$ cat config.mk
export PLATFORM = sky130hd
export DESIGN_NAME = uart_periph
export DESIGN_NICKNAME = d
export VERILOG_FILES = /design/src/uart_pkg.sv /design/src/uart_periph.sv /design/src/uart_regs.sv /design/src/uart_tx.sv /design/src/uart_rx.sv
export SDC_FILE = /design/constraint.sdc
export NUM_CORES = 1
export LEC_CHECK = 0
export BUFFER_PORTS_ARGS = -buffer_cell sky130_fd_sc_hd__buf_2
export CORE_UTILIZATION = 25
export CTS_CLUSTER_DIAMETER = 30
export DETAILED_ROUTE_END_ITERATION = 16
export SETUP_SLACK_MARGIN = 0.02
export SYNTH_ARGS = -nofsm -noshare
export SYNTH_HDL_FRONTEND = slang
export SYNTH_SLANG_ARGS = --single-unit
$ cat constraint.sdc
create_clock -name clk -period 4.4 [get_ports clk]
set_input_delay 0.22 -clock clk [delete_from_list [all_inputs] [get_ports clk]]
set_output_delay 0.22 -clock clk [all_outputs]
set_load 0.02 [all_outputs]
$ cat src/uart_pkg.sv
package uart_pkg;

    // --------------------
    // Sizes.

    // Width of the baud divider and the bit period counters.
    localparam int count_reg_len = 13;  // Reaches 9600 baud at a 64 MHz clock.
    localparam int payload_bits  = 8;   // Data bits per frame.
    localparam int stop_bits     = 1;   // Stop bits per frame.
    localparam int reg_addr_bits = 4;   // Bus address width.

    // Width of the bit index used by both serial engines.
    localparam int bit_idx_bits  = $clog2(payload_bits);

    // Divider value after reset.
    localparam logic [count_reg_len-1:0] div_reset = 13'd16;

    // --------------------
    // Register map.

    typedef enum logic [reg_addr_bits-1:0] {
        reg_data   = 4'd0,  // Received byte on read, byte to send on write.
        reg_status = 4'd1,  // Bit 0 rx valid, bit 1 tx busy.
        reg_div_lo = 4'd2,  // Low byte of the divider.
        reg_div_hi = 4'd3   // High bits of the divider.
    } uart_reg_e;

    // --------------------
    // Engine states.

    typedef enum logic [2:0] {
        rx_st_idle,   // Waiting for a start bit.
        rx_st_start,  // Inside the start bit.
        rx_st_recv,   // Taking in data bits.
        rx_st_stop,   // Checking the stop bit.
        rx_st_ready   // Byte held until read.
    } rx_state_e;

    typedef enum logic [1:0] {
        tx_st_idle,   // Line high, ready for a byte.
        tx_st_start,  // Driving the start bit.
        tx_st_data,   // Shifting out data bits.
        tx_st_stop    // Driving the stop bits.
    } tx_state_e;

    // Peripheral bus request, one cycle per access.
    typedef struct packed {
        logic [reg_addr_bits-1:0] addr;   // Register address.
        logic [payload_bits-1:0]  wdata;  // Write data.
        logic                     wr;     // Write strobe.
        logic                     rd;     // Read strobe.
    } uart_bus_req_t;

endpackage
$ cat src/uart_periph.sv
module uart_periph import uart_pkg::*; (
    input  logic                    clk,
    input  logic                    resetn,
    input  uart_bus_req_t           bus,       // Peripheral bus request.
    input  logic                    uart_rxd,  // Serial input.
    output logic [payload_bits-1:0] data_out,  // Bus read data.
    output logic                    uart_txd,  // Serial output.
    output logic                    uart_rts   // Request to send, active low.
);

    logic [count_reg_len-1:0] baud_divider;  // Shared by both engines.
    logic                     tx_start;
    logic [payload_bits-1:0]  tx_data;
    logic                     tx_busy;
    logic                     rx_read;
    logic                     rx_valid;
    logic [payload_bits-1:0]  rx_data;

    // --------------------
    // Register block.

    uart_regs u_regs (
        .clk          (clk),
        .resetn       (resetn),
        .bus          (bus),
        .rx_valid     (rx_valid),
        .rx_data      (rx_data),
        .tx_busy      (tx_busy),
        .data_out     (data_out),
        .baud_divider (baud_divider),
        .tx_start     (tx_start),
        .tx_data      (tx_data),
        .rx_read      (rx_read)
    );

    // --------------------
    // Serial engines.

    uart_rx u_rx (
        .clk          (clk),
        .resetn       (resetn),
        .uart_rxd     (uart_rxd),
        .rx_read      (rx_read),
        .baud_divider (baud_divider),
        .uart_rts     (uart_rts),
        .rx_valid     (rx_valid),
        .rx_data      (rx_data)
    );

    uart_tx u_tx (
        .clk          (clk),
        .resetn       (resetn),
        .tx_start     (tx_start),
        .tx_data      (tx_data),
        .baud_divider (baud_divider),
        .uart_txd     (uart_txd),
        .tx_busy      (tx_busy)
    );

endmodule

$ cat src/uart_regs.sv
module uart_regs import uart_pkg::*; (
    input  logic                     clk,
    input  logic                     resetn,
    input  uart_bus_req_t            bus,           // Peripheral bus request.
    input  logic                     rx_valid,      // Receiver holds a byte.
    input  logic [payload_bits-1:0]  rx_data,       // Held received byte.
    input  logic                     tx_busy,       // Transmitter sending.
    output logic [payload_bits-1:0]  data_out,      // Read data.
    output logic [count_reg_len-1:0] baud_divider,  // Bit period minus one.
    output logic                     tx_start,      // Launch pulse.
    output logic [payload_bits-1:0]  tx_data,       // Byte to send.
    output logic                     rx_read        // Received byte consumed.
);

    uart_reg_e reg_sel;
    logic      data_sel;

    // --------------------
    // Address decode.

    assign reg_sel  = uart_reg_e'(bus.addr);
    assign data_sel = reg_sel == reg_data;

    // A data write while busy is dropped.
    assign tx_start = bus.wr && data_sel && !tx_busy;
    assign tx_data  = bus.wdata;

    // A data read releases the held byte.
    assign rx_read  = bus.rd && data_sel;

    // --------------------
    // Divider register.

    always_ff @(posedge clk) begin
        if (!resetn) begin
            baud_divider <= div_reset;
        end else if (bus.wr) begin
            case (reg_sel)
                reg_div_lo: begin
                    baud_divider[payload_bits-1:0] <= bus.wdata;
                end
                reg_div_hi: begin
                    // Only the bits above the low byte exist.
                    baud_divider[count_reg_len-1:payload_bits] <=
                        bus.wdata[count_reg_len-payload_bits-1:0];
                end
                default: begin
                    baud_divider <= baud_divider;  // Other writes leave it.
                end
            endcase
        end
    end

    // --------------------
    // Read mux.

    always_comb begin
        case (reg_sel)
            reg_data: begin
                data_out = rx_data;
            end
            reg_status: begin
                data_out = {{(payload_bits - 2){1'b0}}, tx_busy, rx_valid};
            end
            reg_div_lo: begin
                data_out = baud_divider[payload_bits-1:0];
            end
            reg_div_hi: begin
                data_out = payload_bits'(baud_divider >> payload_bits);  // Zero extended.
            end
            default: begin
                data_out = '0;  // Unmapped addresses.
            end
        endcase
    end

endmodule

$ cat src/uart_tx.sv
module uart_tx import uart_pkg::*; (
    input  logic                     clk,
    input  logic                     resetn,
    input  logic                     tx_start,      // Launch pulse.
    input  logic [payload_bits-1:0]  tx_data,       // Byte to send.
    input  logic [count_reg_len-1:0] baud_divider,  // Bit period minus one.
    output logic                     uart_txd,      // Serial output line.
    output logic                     tx_busy        // Frame in progress.
);

    tx_state_e                state;
    logic [count_reg_len-1:0] cycle_count;  // Cycles into the current bit.
    logic [bit_idx_bits-1:0]  bit_idx;      // Data or stop bit being sent.
    logic [payload_bits-1:0]  shift_reg;    // Bits not yet on the line.
    logic                     next_bit;

    assign next_bit = cycle_count >= baud_divider;
    assign tx_busy  = state != tx_st_idle;

    // --------------------
    // Frame sequencing.

    always_ff @(posedge clk) begin
        if (!resetn) begin
            state       <= tx_st_idle;
            cycle_count <= '0;
            bit_idx     <= '0;
            uart_txd    <= 1'b1;  // Line idles high.
        end else begin
            if (state == tx_st_idle || next_bit) begin
                cycle_count <= '0;
            end else begin
                cycle_count <= cycle_count + 1'b1;
            end
            case (state)
                tx_st_idle: begin
                    if (tx_start) begin
                        state    <= tx_st_start;
                        uart_txd <= 1'b0;  // Start bit.
                        bit_idx  <= '0;
                    end
                end
                tx_st_start: begin
                    if (next_bit) begin
                        state    <= tx_st_data;
                        uart_txd <= shift_reg[0];  // Bit 0 first.
                    end
                end
                tx_st_data: begin
                    if (next_bit && bit_idx == bit_idx_bits'(payload_bits - 1)) begin
                        state    <= tx_st_stop;
                        uart_txd <= 1'b1;
                        bit_idx  <= '0;
                    end else if (next_bit) begin
                        uart_txd <= shift_reg[0];
                        bit_idx  <= bit_idx + 1'b1;
                    end
                end
                tx_st_stop: begin
                    if (next_bit && bit_idx == bit_idx_bits'(stop_bits - 1)) begin
                        state <= tx_st_idle;  // Line stays high.
                    end else if (next_bit) begin
                        bit_idx <= bit_idx + 1'b1;
                    end
                end
                default: state <= tx_st_idle;
            endcase
        end
    end

    // Load on launch, then drop one bit per period.
    always_ff @(posedge clk) begin
        if (state == tx_st_idle && tx_start) begin
            shift_reg <= tx_data;
        end else if ((state == tx_st_start || state == tx_st_data) && next_bit) begin
            shift_reg <= shift_reg >> 1;
        end
    end

endmodule

$ cat src/uart_rx.sv
module uart_rx import uart_pkg::*; (
    input  logic                     clk,
    input  logic                     resetn,
    input  logic                     uart_rxd,      // Serial input line.
    input  logic                     rx_read,       // Held byte has been read.
    input  logic [count_reg_len-1:0] baud_divider,  // Bit period minus one.
    output logic                     uart_rts,      // Request to send, active low.
    output logic                     rx_valid,      // Byte available.
    output logic [payload_bits-1:0]  rx_data        // Received byte.
);

    rx_state_e                state;
    rx_state_e                state_next;
    logic [count_reg_len-1:0] cycle_count;  // Cycles into the current bit.
    logic [bit_idx_bits-1:0]  bit_idx;      // Data bit being received.
    logic                     bit_sample;   // Line value at mid-bit.
    logic [payload_bits-1:0]  shift_reg;    // Frame assembly, LSB first.
    logic                     next_bit;
    logic                     mid_bit;

    // --------------------
    // Bit timing.

    assign next_bit = cycle_count >= baud_divider;         // Last cycle of a bit.
    assign mid_bit  = cycle_count == (baud_divider >> 1);  // Sampling point.

    assign rx_valid = state == rx_st_ready;
    assign rx_data  = shift_reg;

    // --------------------
    // Next state.

    always_comb begin
        state_next = state;
        case (state)
            rx_st_idle: begin
                if (!uart_rxd) begin
                    state_next = rx_st_start;  // First low sample.
                end
            end
            rx_st_start: begin
                // A line back high at mid start bit was only a glitch.
                if (mid_bit && uart_rxd) begin
                    state_next = rx_st_idle;
                end else if (next_bit) begin
                    state_next = rx_st_recv;
                end
            end
            rx_st_recv: begin
                if (next_bit && bit_idx == bit_idx_bits'(payload_bits - 1)) begin
                    state_next = rx_st_stop;
                end
            end
            rx_st_stop: begin
                if (mid_bit) begin
                    state_next = uart_rxd ? rx_st_ready : rx_st_idle;  // Low stop drops it.
                end
            end
            rx_st_ready: begin
                if (rx_read) begin
                    state_next = rx_st_idle;
                end
            end
            default: state_next = rx_st_idle;
        endcase
    end

    // --------------------
    // Control registers.

    always_ff @(posedge clk) begin
        if (!resetn) begin
            state       <= rx_st_idle;
            cycle_count <= '0;
            bit_idx     <= '0;
            bit_sample  <= 1'b0;
            uart_rts    <= 1'b1;
        end else begin
            state <= state_next;
            // Counter only runs while a frame is on the line.
            if (next_bit || state == rx_st_idle || state == rx_st_ready) begin
                cycle_count <= '0;
            end else begin
                cycle_count <= cycle_count + 1'b1;
            end
            if (state != rx_st_recv) begin
                bit_idx <= '0;
            end else if (next_bit) begin
                bit_idx <= bit_idx + 1'b1;
            end
            if (mid_bit) begin
                bit_sample <= uart_rxd;
            end
            // Low only while nothing is being received or held.
            uart_rts <= !(state == rx_st_idle || state == rx_st_start);
        end
    end

    // Shift in each data bit at the end of its period.
    always_ff @(posedge clk) begin
        if (state == rx_st_recv && next_bit) begin
            shift_reg <= {bit_sample, shift_reg[payload_bits-1:1]};
        end
    end

endmodule

* After elaboration in Yosys (flattened, before gate mapping)
Cells that the tools add are included.
** Cells by class
- $add $sub $neg :: 4
- $mul :: 0
- Div/mod/pow operators :: 0
- Order comparisons :: 2
- Eq/ne operators :: 24
- Shift-type cells :: 0
- Muxes and demuxes :: 25
- Bitwise logic cells :: 1
- Reduce and logical (&&, ||, !) cells :: 34
** Operator list (number)
- $mux 3 :: 11
- $pmux 8 s4 :: 1
- $add 13x1->13 const B :: 2
- $ge 13x13->1 :: 2
- $mux 8 :: 2
- $pmux 3 s5 :: 1
- $eq 13x12->1 :: 1
- $ne 2x1->1 const B :: 6
- $logic_and 1x1->1 :: 10
- $eq 3x3->1 const B :: 3
- $pmux 3 s3 :: 1
- $eq 4x2->1 const B :: 2
- $mux 2 :: 4
- $pmux 2 s4 :: 1
- $add 3x1->3 const B :: 2
- $eq 3x2->1 const B :: 2
- $logic_not 3->1 :: 2
- $ne 2x2->1 const B :: 3
- $reduce_and 2->1 :: 3
- $reduce_bool 3->1 :: 2
- $reduce_or 2->1 :: 3
- $logic_or 1x1->1 :: 5
- $reduce_and 5->1 :: 1
- $eq 2x2->1 const B :: 2
- 14 further kinds :: 18
** Word-level totals
- Flip-flop bits (word level) :: 69
- Bits in latches :: 0
- RAM bits :: 0
- Bits in read-only memories :: 0
- Input bits :: 17
- Output and inout bits :: 10
- Memories :: 0

* Longest topological paths before layout
- Word-level depth :: 5
- Mapped depth :: 10
- Gate-level depth less buffers :: 9

* Cells and area by module
Synthesis repeated with hierarchy kept, for this count alone.
** Second synthesis, totals
- Cell total of the unflattened synthesis :: 438
- Area total of the unflattened synthesis :: 4058.9 um^2
** Modules (own cells, without submodules)
- uart_tx :: instances 1, cells each 174, area each 1622.8 um^2
- uart_rx :: instances 1, cells each 174, area each 1606.5 um^2
- uart_regs :: instances 1, cells each 90, area each 829.5 um^2

* Worst setup path before layout
OpenSTA, ideal clock, no wires.
- Kind :: reg2reg
- Start point :: register u_rx.cycle_count[0]
- End point :: register u_rx.state[0]
- Library setup time :: 0.074 ns
- Data arrival time :: 2.116 ns
- Required time :: 4.326 ns
- Setup slack :: 2.210 ns
- Cell stages (with the launch flop) :: 10
- Buffers on the path :: 0
- Clock period less this slack :: 2.190 ns
- Cell sequence :: dfxtp_1 -> inv_1 -> ha_1 -> nand2b_1 -> a21o_1 -> a211o_1 -> o2111ai_2 -> a22oi_4 -> or4b_1 -> a31oi_1
** Between the ends
- Cells in the longest elaborated chain, start to end :: 4
** Ends and longest elaborated chain
- start, declared :: RTL line uart_rx.sv:14 : logic [count_reg_len-1:0] cycle_count;
- start signal, assigned :: RTL line uart_rx.sv:84 : cycle_count <= cycle_count + 1'b1;
- $ge 13x13->1 / $eq 13x12->1 (equally long branches) :: RTL line uart_rx.sv:24, uart_rx.sv:25
- $logic_and 1x1->1, on equally long branches :: RTL line uart_rx.sv:50, uart_rx.sv:43
- $ne 2x1->1 (no source line), or another cell as far along
- $reduce_and 5->1 (no source line) / $pmux 3 s5 (equally long branches)
- end signal, assigned :: RTL line uart_rx.sv:73 : state <= rx_st_idle;
- end signal, assigned :: RTL line uart_rx.sv:79 : state <= state_next;
- end, declared :: RTL line uart_rx.sv:12 : rx_state_e state;
Parallel ways exist; a longest one is shown, timed or not.
A chain may end at the register's enable or synchronous reset.

* Final worst setup path
- Start point :: register u_regs.baud_divider[1]
- End point :: register u_tx.bit_idx[1]
** Between the ends
- Cells in the longest elaborated chain, start to end :: 4
** Ends and longest elaborated chain
- start, declared :: RTL line uart_regs.sv:9 : output logic [count_reg_len-1:0] baud_divider,
- start signal, assigned :: RTL line uart_regs.sv:36 : baud_divider <= div_reset;
- start signal, assigned by index :: RTL line uart_regs.sv:40 : baud_divider[payload_bits-1:0] <= bus.wdata;
- start signal, assigned by index :: RTL line uart_regs.sv:44 : baud_divider[count_reg_len-1:payload_bits] <=
- $ge 13x13->1 * :: RTL line uart_tx.sv:17 : assign next_bit = cycle_count >= baud_divider;
- $mux 3, or another cell as far along (2 in a row)
- $pmux 3 s3 / $reduce_and 3->1 (equally long branches)
- end signal, assigned :: RTL line uart_tx.sv:56 : bit_idx <= bit_idx + 1'b1;
- end signal, assigned :: RTL line uart_tx.sv:63 : bit_idx <= bit_idx + 1'b1;
- end, declared :: RTL line uart_tx.sv:13 : logic [bit_idx_bits-1:0] bit_idx;
Every way passes the cells marked *; elsewhere a longest branch is shown, timed or not. The select of a mux whose other input is x is not followed.

==> flow_metrics.tcl <==
set metrics [dict create \
    drv_cap 0 \
    antenna_found_initial 0 \
    fin_cells 625 \
    postCtsSetupBuffers 0 \
    worst_pin_slew_ns 0.537 \
    min_period_over_period 0.578 \
    routed_wl_microns 8830 \
    hold_violations 0 \
    fin_crit_ns 2.54 \
    drt-initial-drc-count 154 \
    holdPathEnd "u_regs.baud_divider[4]" \
    fin_tns_setup_ns 0 \
    cpLargestDelayFamily "compound AO/OA/AOI/OAI gates" \
    core_sq_um 14800 \
    clock_skew_ns 0.00716 \
    die_h_microns 126 \
    p_leak_nw 1.93 \
    ys_top_cells_by_area "dfxtp_1 28%, edfxtp_1 13%, ha_1 12%" \
    drive_gt1_frac 0.125 \
    hold_depth 2 \
    final_cell_area_sq_um 4500 \
    clockRootBuffer "clkbuf_16" \
    drtPass1Iterations 4 \
    path_max_fanout 8 \
    synthCells 408 \
    cts.sinks 69 \
    max-slew-margin-rel 0.637 \
    clock_path_buffers 2 \
    outcome "finished, final reports clean" \
    numCtsBuffers 9 \
    drc 0 \
    crit_type "reg2reg" \
    required_ns 4.60 \
    grt_setup_unrepaired "false" \
    io_buffers 26 \
    synth.net_count 462 \
    async_reset_ff_frac 0 \
    synth.distinct_cells 48 \
    arrival_ns 2.75 \
    reg2reg_depth 9 \
    synth_area_sq_um 3830 \
    synth_ff_type "dfxtp_1" \
    syn_area_per_cell_sq_um 9.38 \
    grt_pass1_wl_microns 14900 \
    antenna_left 0 \
    hp-class "in2reg" \
    top_regs "u_regs.baud_divider: 13 flops, u_rx.cycle_count: 13 flops, u_tx.cycle_count: 13 flops" \
    timing.fmax_mhz 393 \
    hp-start "resetn" \
    max_stage_delay_ns 0.50 \
    synth_top_cell_area_share 0.277 \
    fin_ws_ns 1.86 \
    yosys_warnings 0 \
    overflow 0 \
    dp_hpwl_microns 6780 \
    worstSetupStartpointType "register" \
    grt_max_degree 18 \
    worst_setup_path_end_kind "register" \
    io_pins 27 \
    htreeDepth 3 \
    via_count 2966 \
    power_density_nw_per_um2 375 \
    cts_tree "built" \
    ys_seq_elements 69 \
    detailed_place.area_sq_um 4150 \
    clk_pin_slew_worst_paths_ns 0.06 \
    whs_ns 0.161 \
    path_cells "inv_1 > ha_1 > nand2_1 > o21ai_0 > a31oi_1 > o21ai_1 > a21boi_0 > o41ai_1 > nor2_1" \
    pre_cts_slack_ns 1.86 \
    final_common_cell "nor2_1" \
    r2r_slack_ns 1.86 \
    layout.nets 490 \
    vias_per_cell 4.75 \
    die_area_sq_um 15800 \
    ys_seq_area_frac 0.403 \
    final_cell_mix "67 x nor2_1, 53 x dfxtp_1, 37 x ha_1" \
    num_antenna_cells 0 \
    slew_violations 0 \
    wl_per_cell_microns 14.1 \
    synth_top_cell_by_area "dfxtp_1" \
    clock_latency_ns 0.33 \
    peakVddDrop_v 0.000204 \
    cts_resized 0 \
    ctsHoldBuffers 0 \
    start_util 0.259 \
    num_rows 44 \
    synth-edff-count 16 \
    grt_use_total 0.121 \
    crit_buf_inv 1 \
    grt_pass1_vias 2930 \
    slowest_stage "o41ai_1" \
    gp_congestion 0.881 \
    dpl.cell_count 609 \
    die_w_microns 126 \
    r2r_end "u_tx.bit_idx[1]" \
    r2r-start "u_regs.baud_divider[1]" \
    report.final.setup_viol 0 \
    area_growth_pct 17.5 \
]
worst register-to-register path: stages, from the launching register on:
cell,delay (ns)
dfxtp_1,0.44
inv_1,0.12
ha_1,0.29
nand2_1,0.04
o21ai_0,0.14
a31oi_1,0.11
o21ai_1,0.44
a21boi_0,0.25
o41ai_1,0.50
nor2_1,0.11
cell type report:
class                           count  area (sq um)
Fill cell                        1510         10300
Sequential cell                    69          1540
Timing Repair Buffer               26           130
Tap cell                          184           230
Multi-Input combinational cell    303          2150
Clock buffer                        9           225
Inverter                           27           101
Clock inverter                      7           120
through the flow:
| step | power, W | utilization |
|---|---|---|
| floorplan | 0.000807 | - |
| global placement | 0.000849 | 0.281 |
| detailed placement | 0.000852 | 0.281 |
| CTS | 0.00170 | 0.305 |
| global route | 0.00175 | 0.305 |
| finish | 0.00168 | 0.305 |
synth_stat cells, drive strengths merged (3+ instances only):
cell and count:
nor2b 6, ha 37, nor2 67, inv 27, a21oi 13, nand3 14, o21ai 16, nand4 4
or3 4, nand2 27, and3 10, nor3 3, clkbuf 7, xnor2 10, mux2i 22, edfxtp 16
mux2 7, dfxtp 53, a21o 3, xor2 26, a22oi 4, nand2b 3
power by group:
part           switching, W  internal (W)
combinational     0.0000962     0.0000609
sequential        0.0000208      0.000662
clock              0.000288      0.000556
routing by layer:
metal,global-route usage,part of all wire,routed length [microns],vias to the layer above
met3,0.0293,0.043,380,14
met1,0.150,0.44,3920,1400
met4,0.0495,0.021,181,0
met5,0,0,0,-
met2,0.200,0.49,4340,68
li1,-,-,-,1484
how the worst max path moves through the flow:
stage | startpoint | end | slack, ns | depth (start not counted)
after floorplan | u_rx.cycle_count[0] | u_rx.state[0] | 2.21 | 9
after global placement | u_regs.baud_divider[1] | u_tx.bit_idx[0] | 1.93 | 9
after detailed placement | u_regs.baud_divider[2] | u_tx.bit_idx[1] | 1.86 | 9
after CTS | u_regs.baud_divider[1] | u_tx.bit_idx[1] | 1.85 | 9
after global routing | u_regs.baud_divider[1] | u_tx.bit_idx[1] | 1.50 | 9
final | u_regs.baud_divider[1] | u_tx.bit_idx[1] | 1.86 | 9
cells by family after synthesis:
family / synth area share
AO/OA/AOI/OAI: 0.0978
XOR/XNOR: 0.0824
adder cells (fa/ha/maj): 0.121
buffers and inverters: 0.0356
flip-flops: 0.403
multiplexers: 0.0840
AND/OR/NAND/NOR: 0.176
Note: power is estimated with default switching activity, not from simulation.
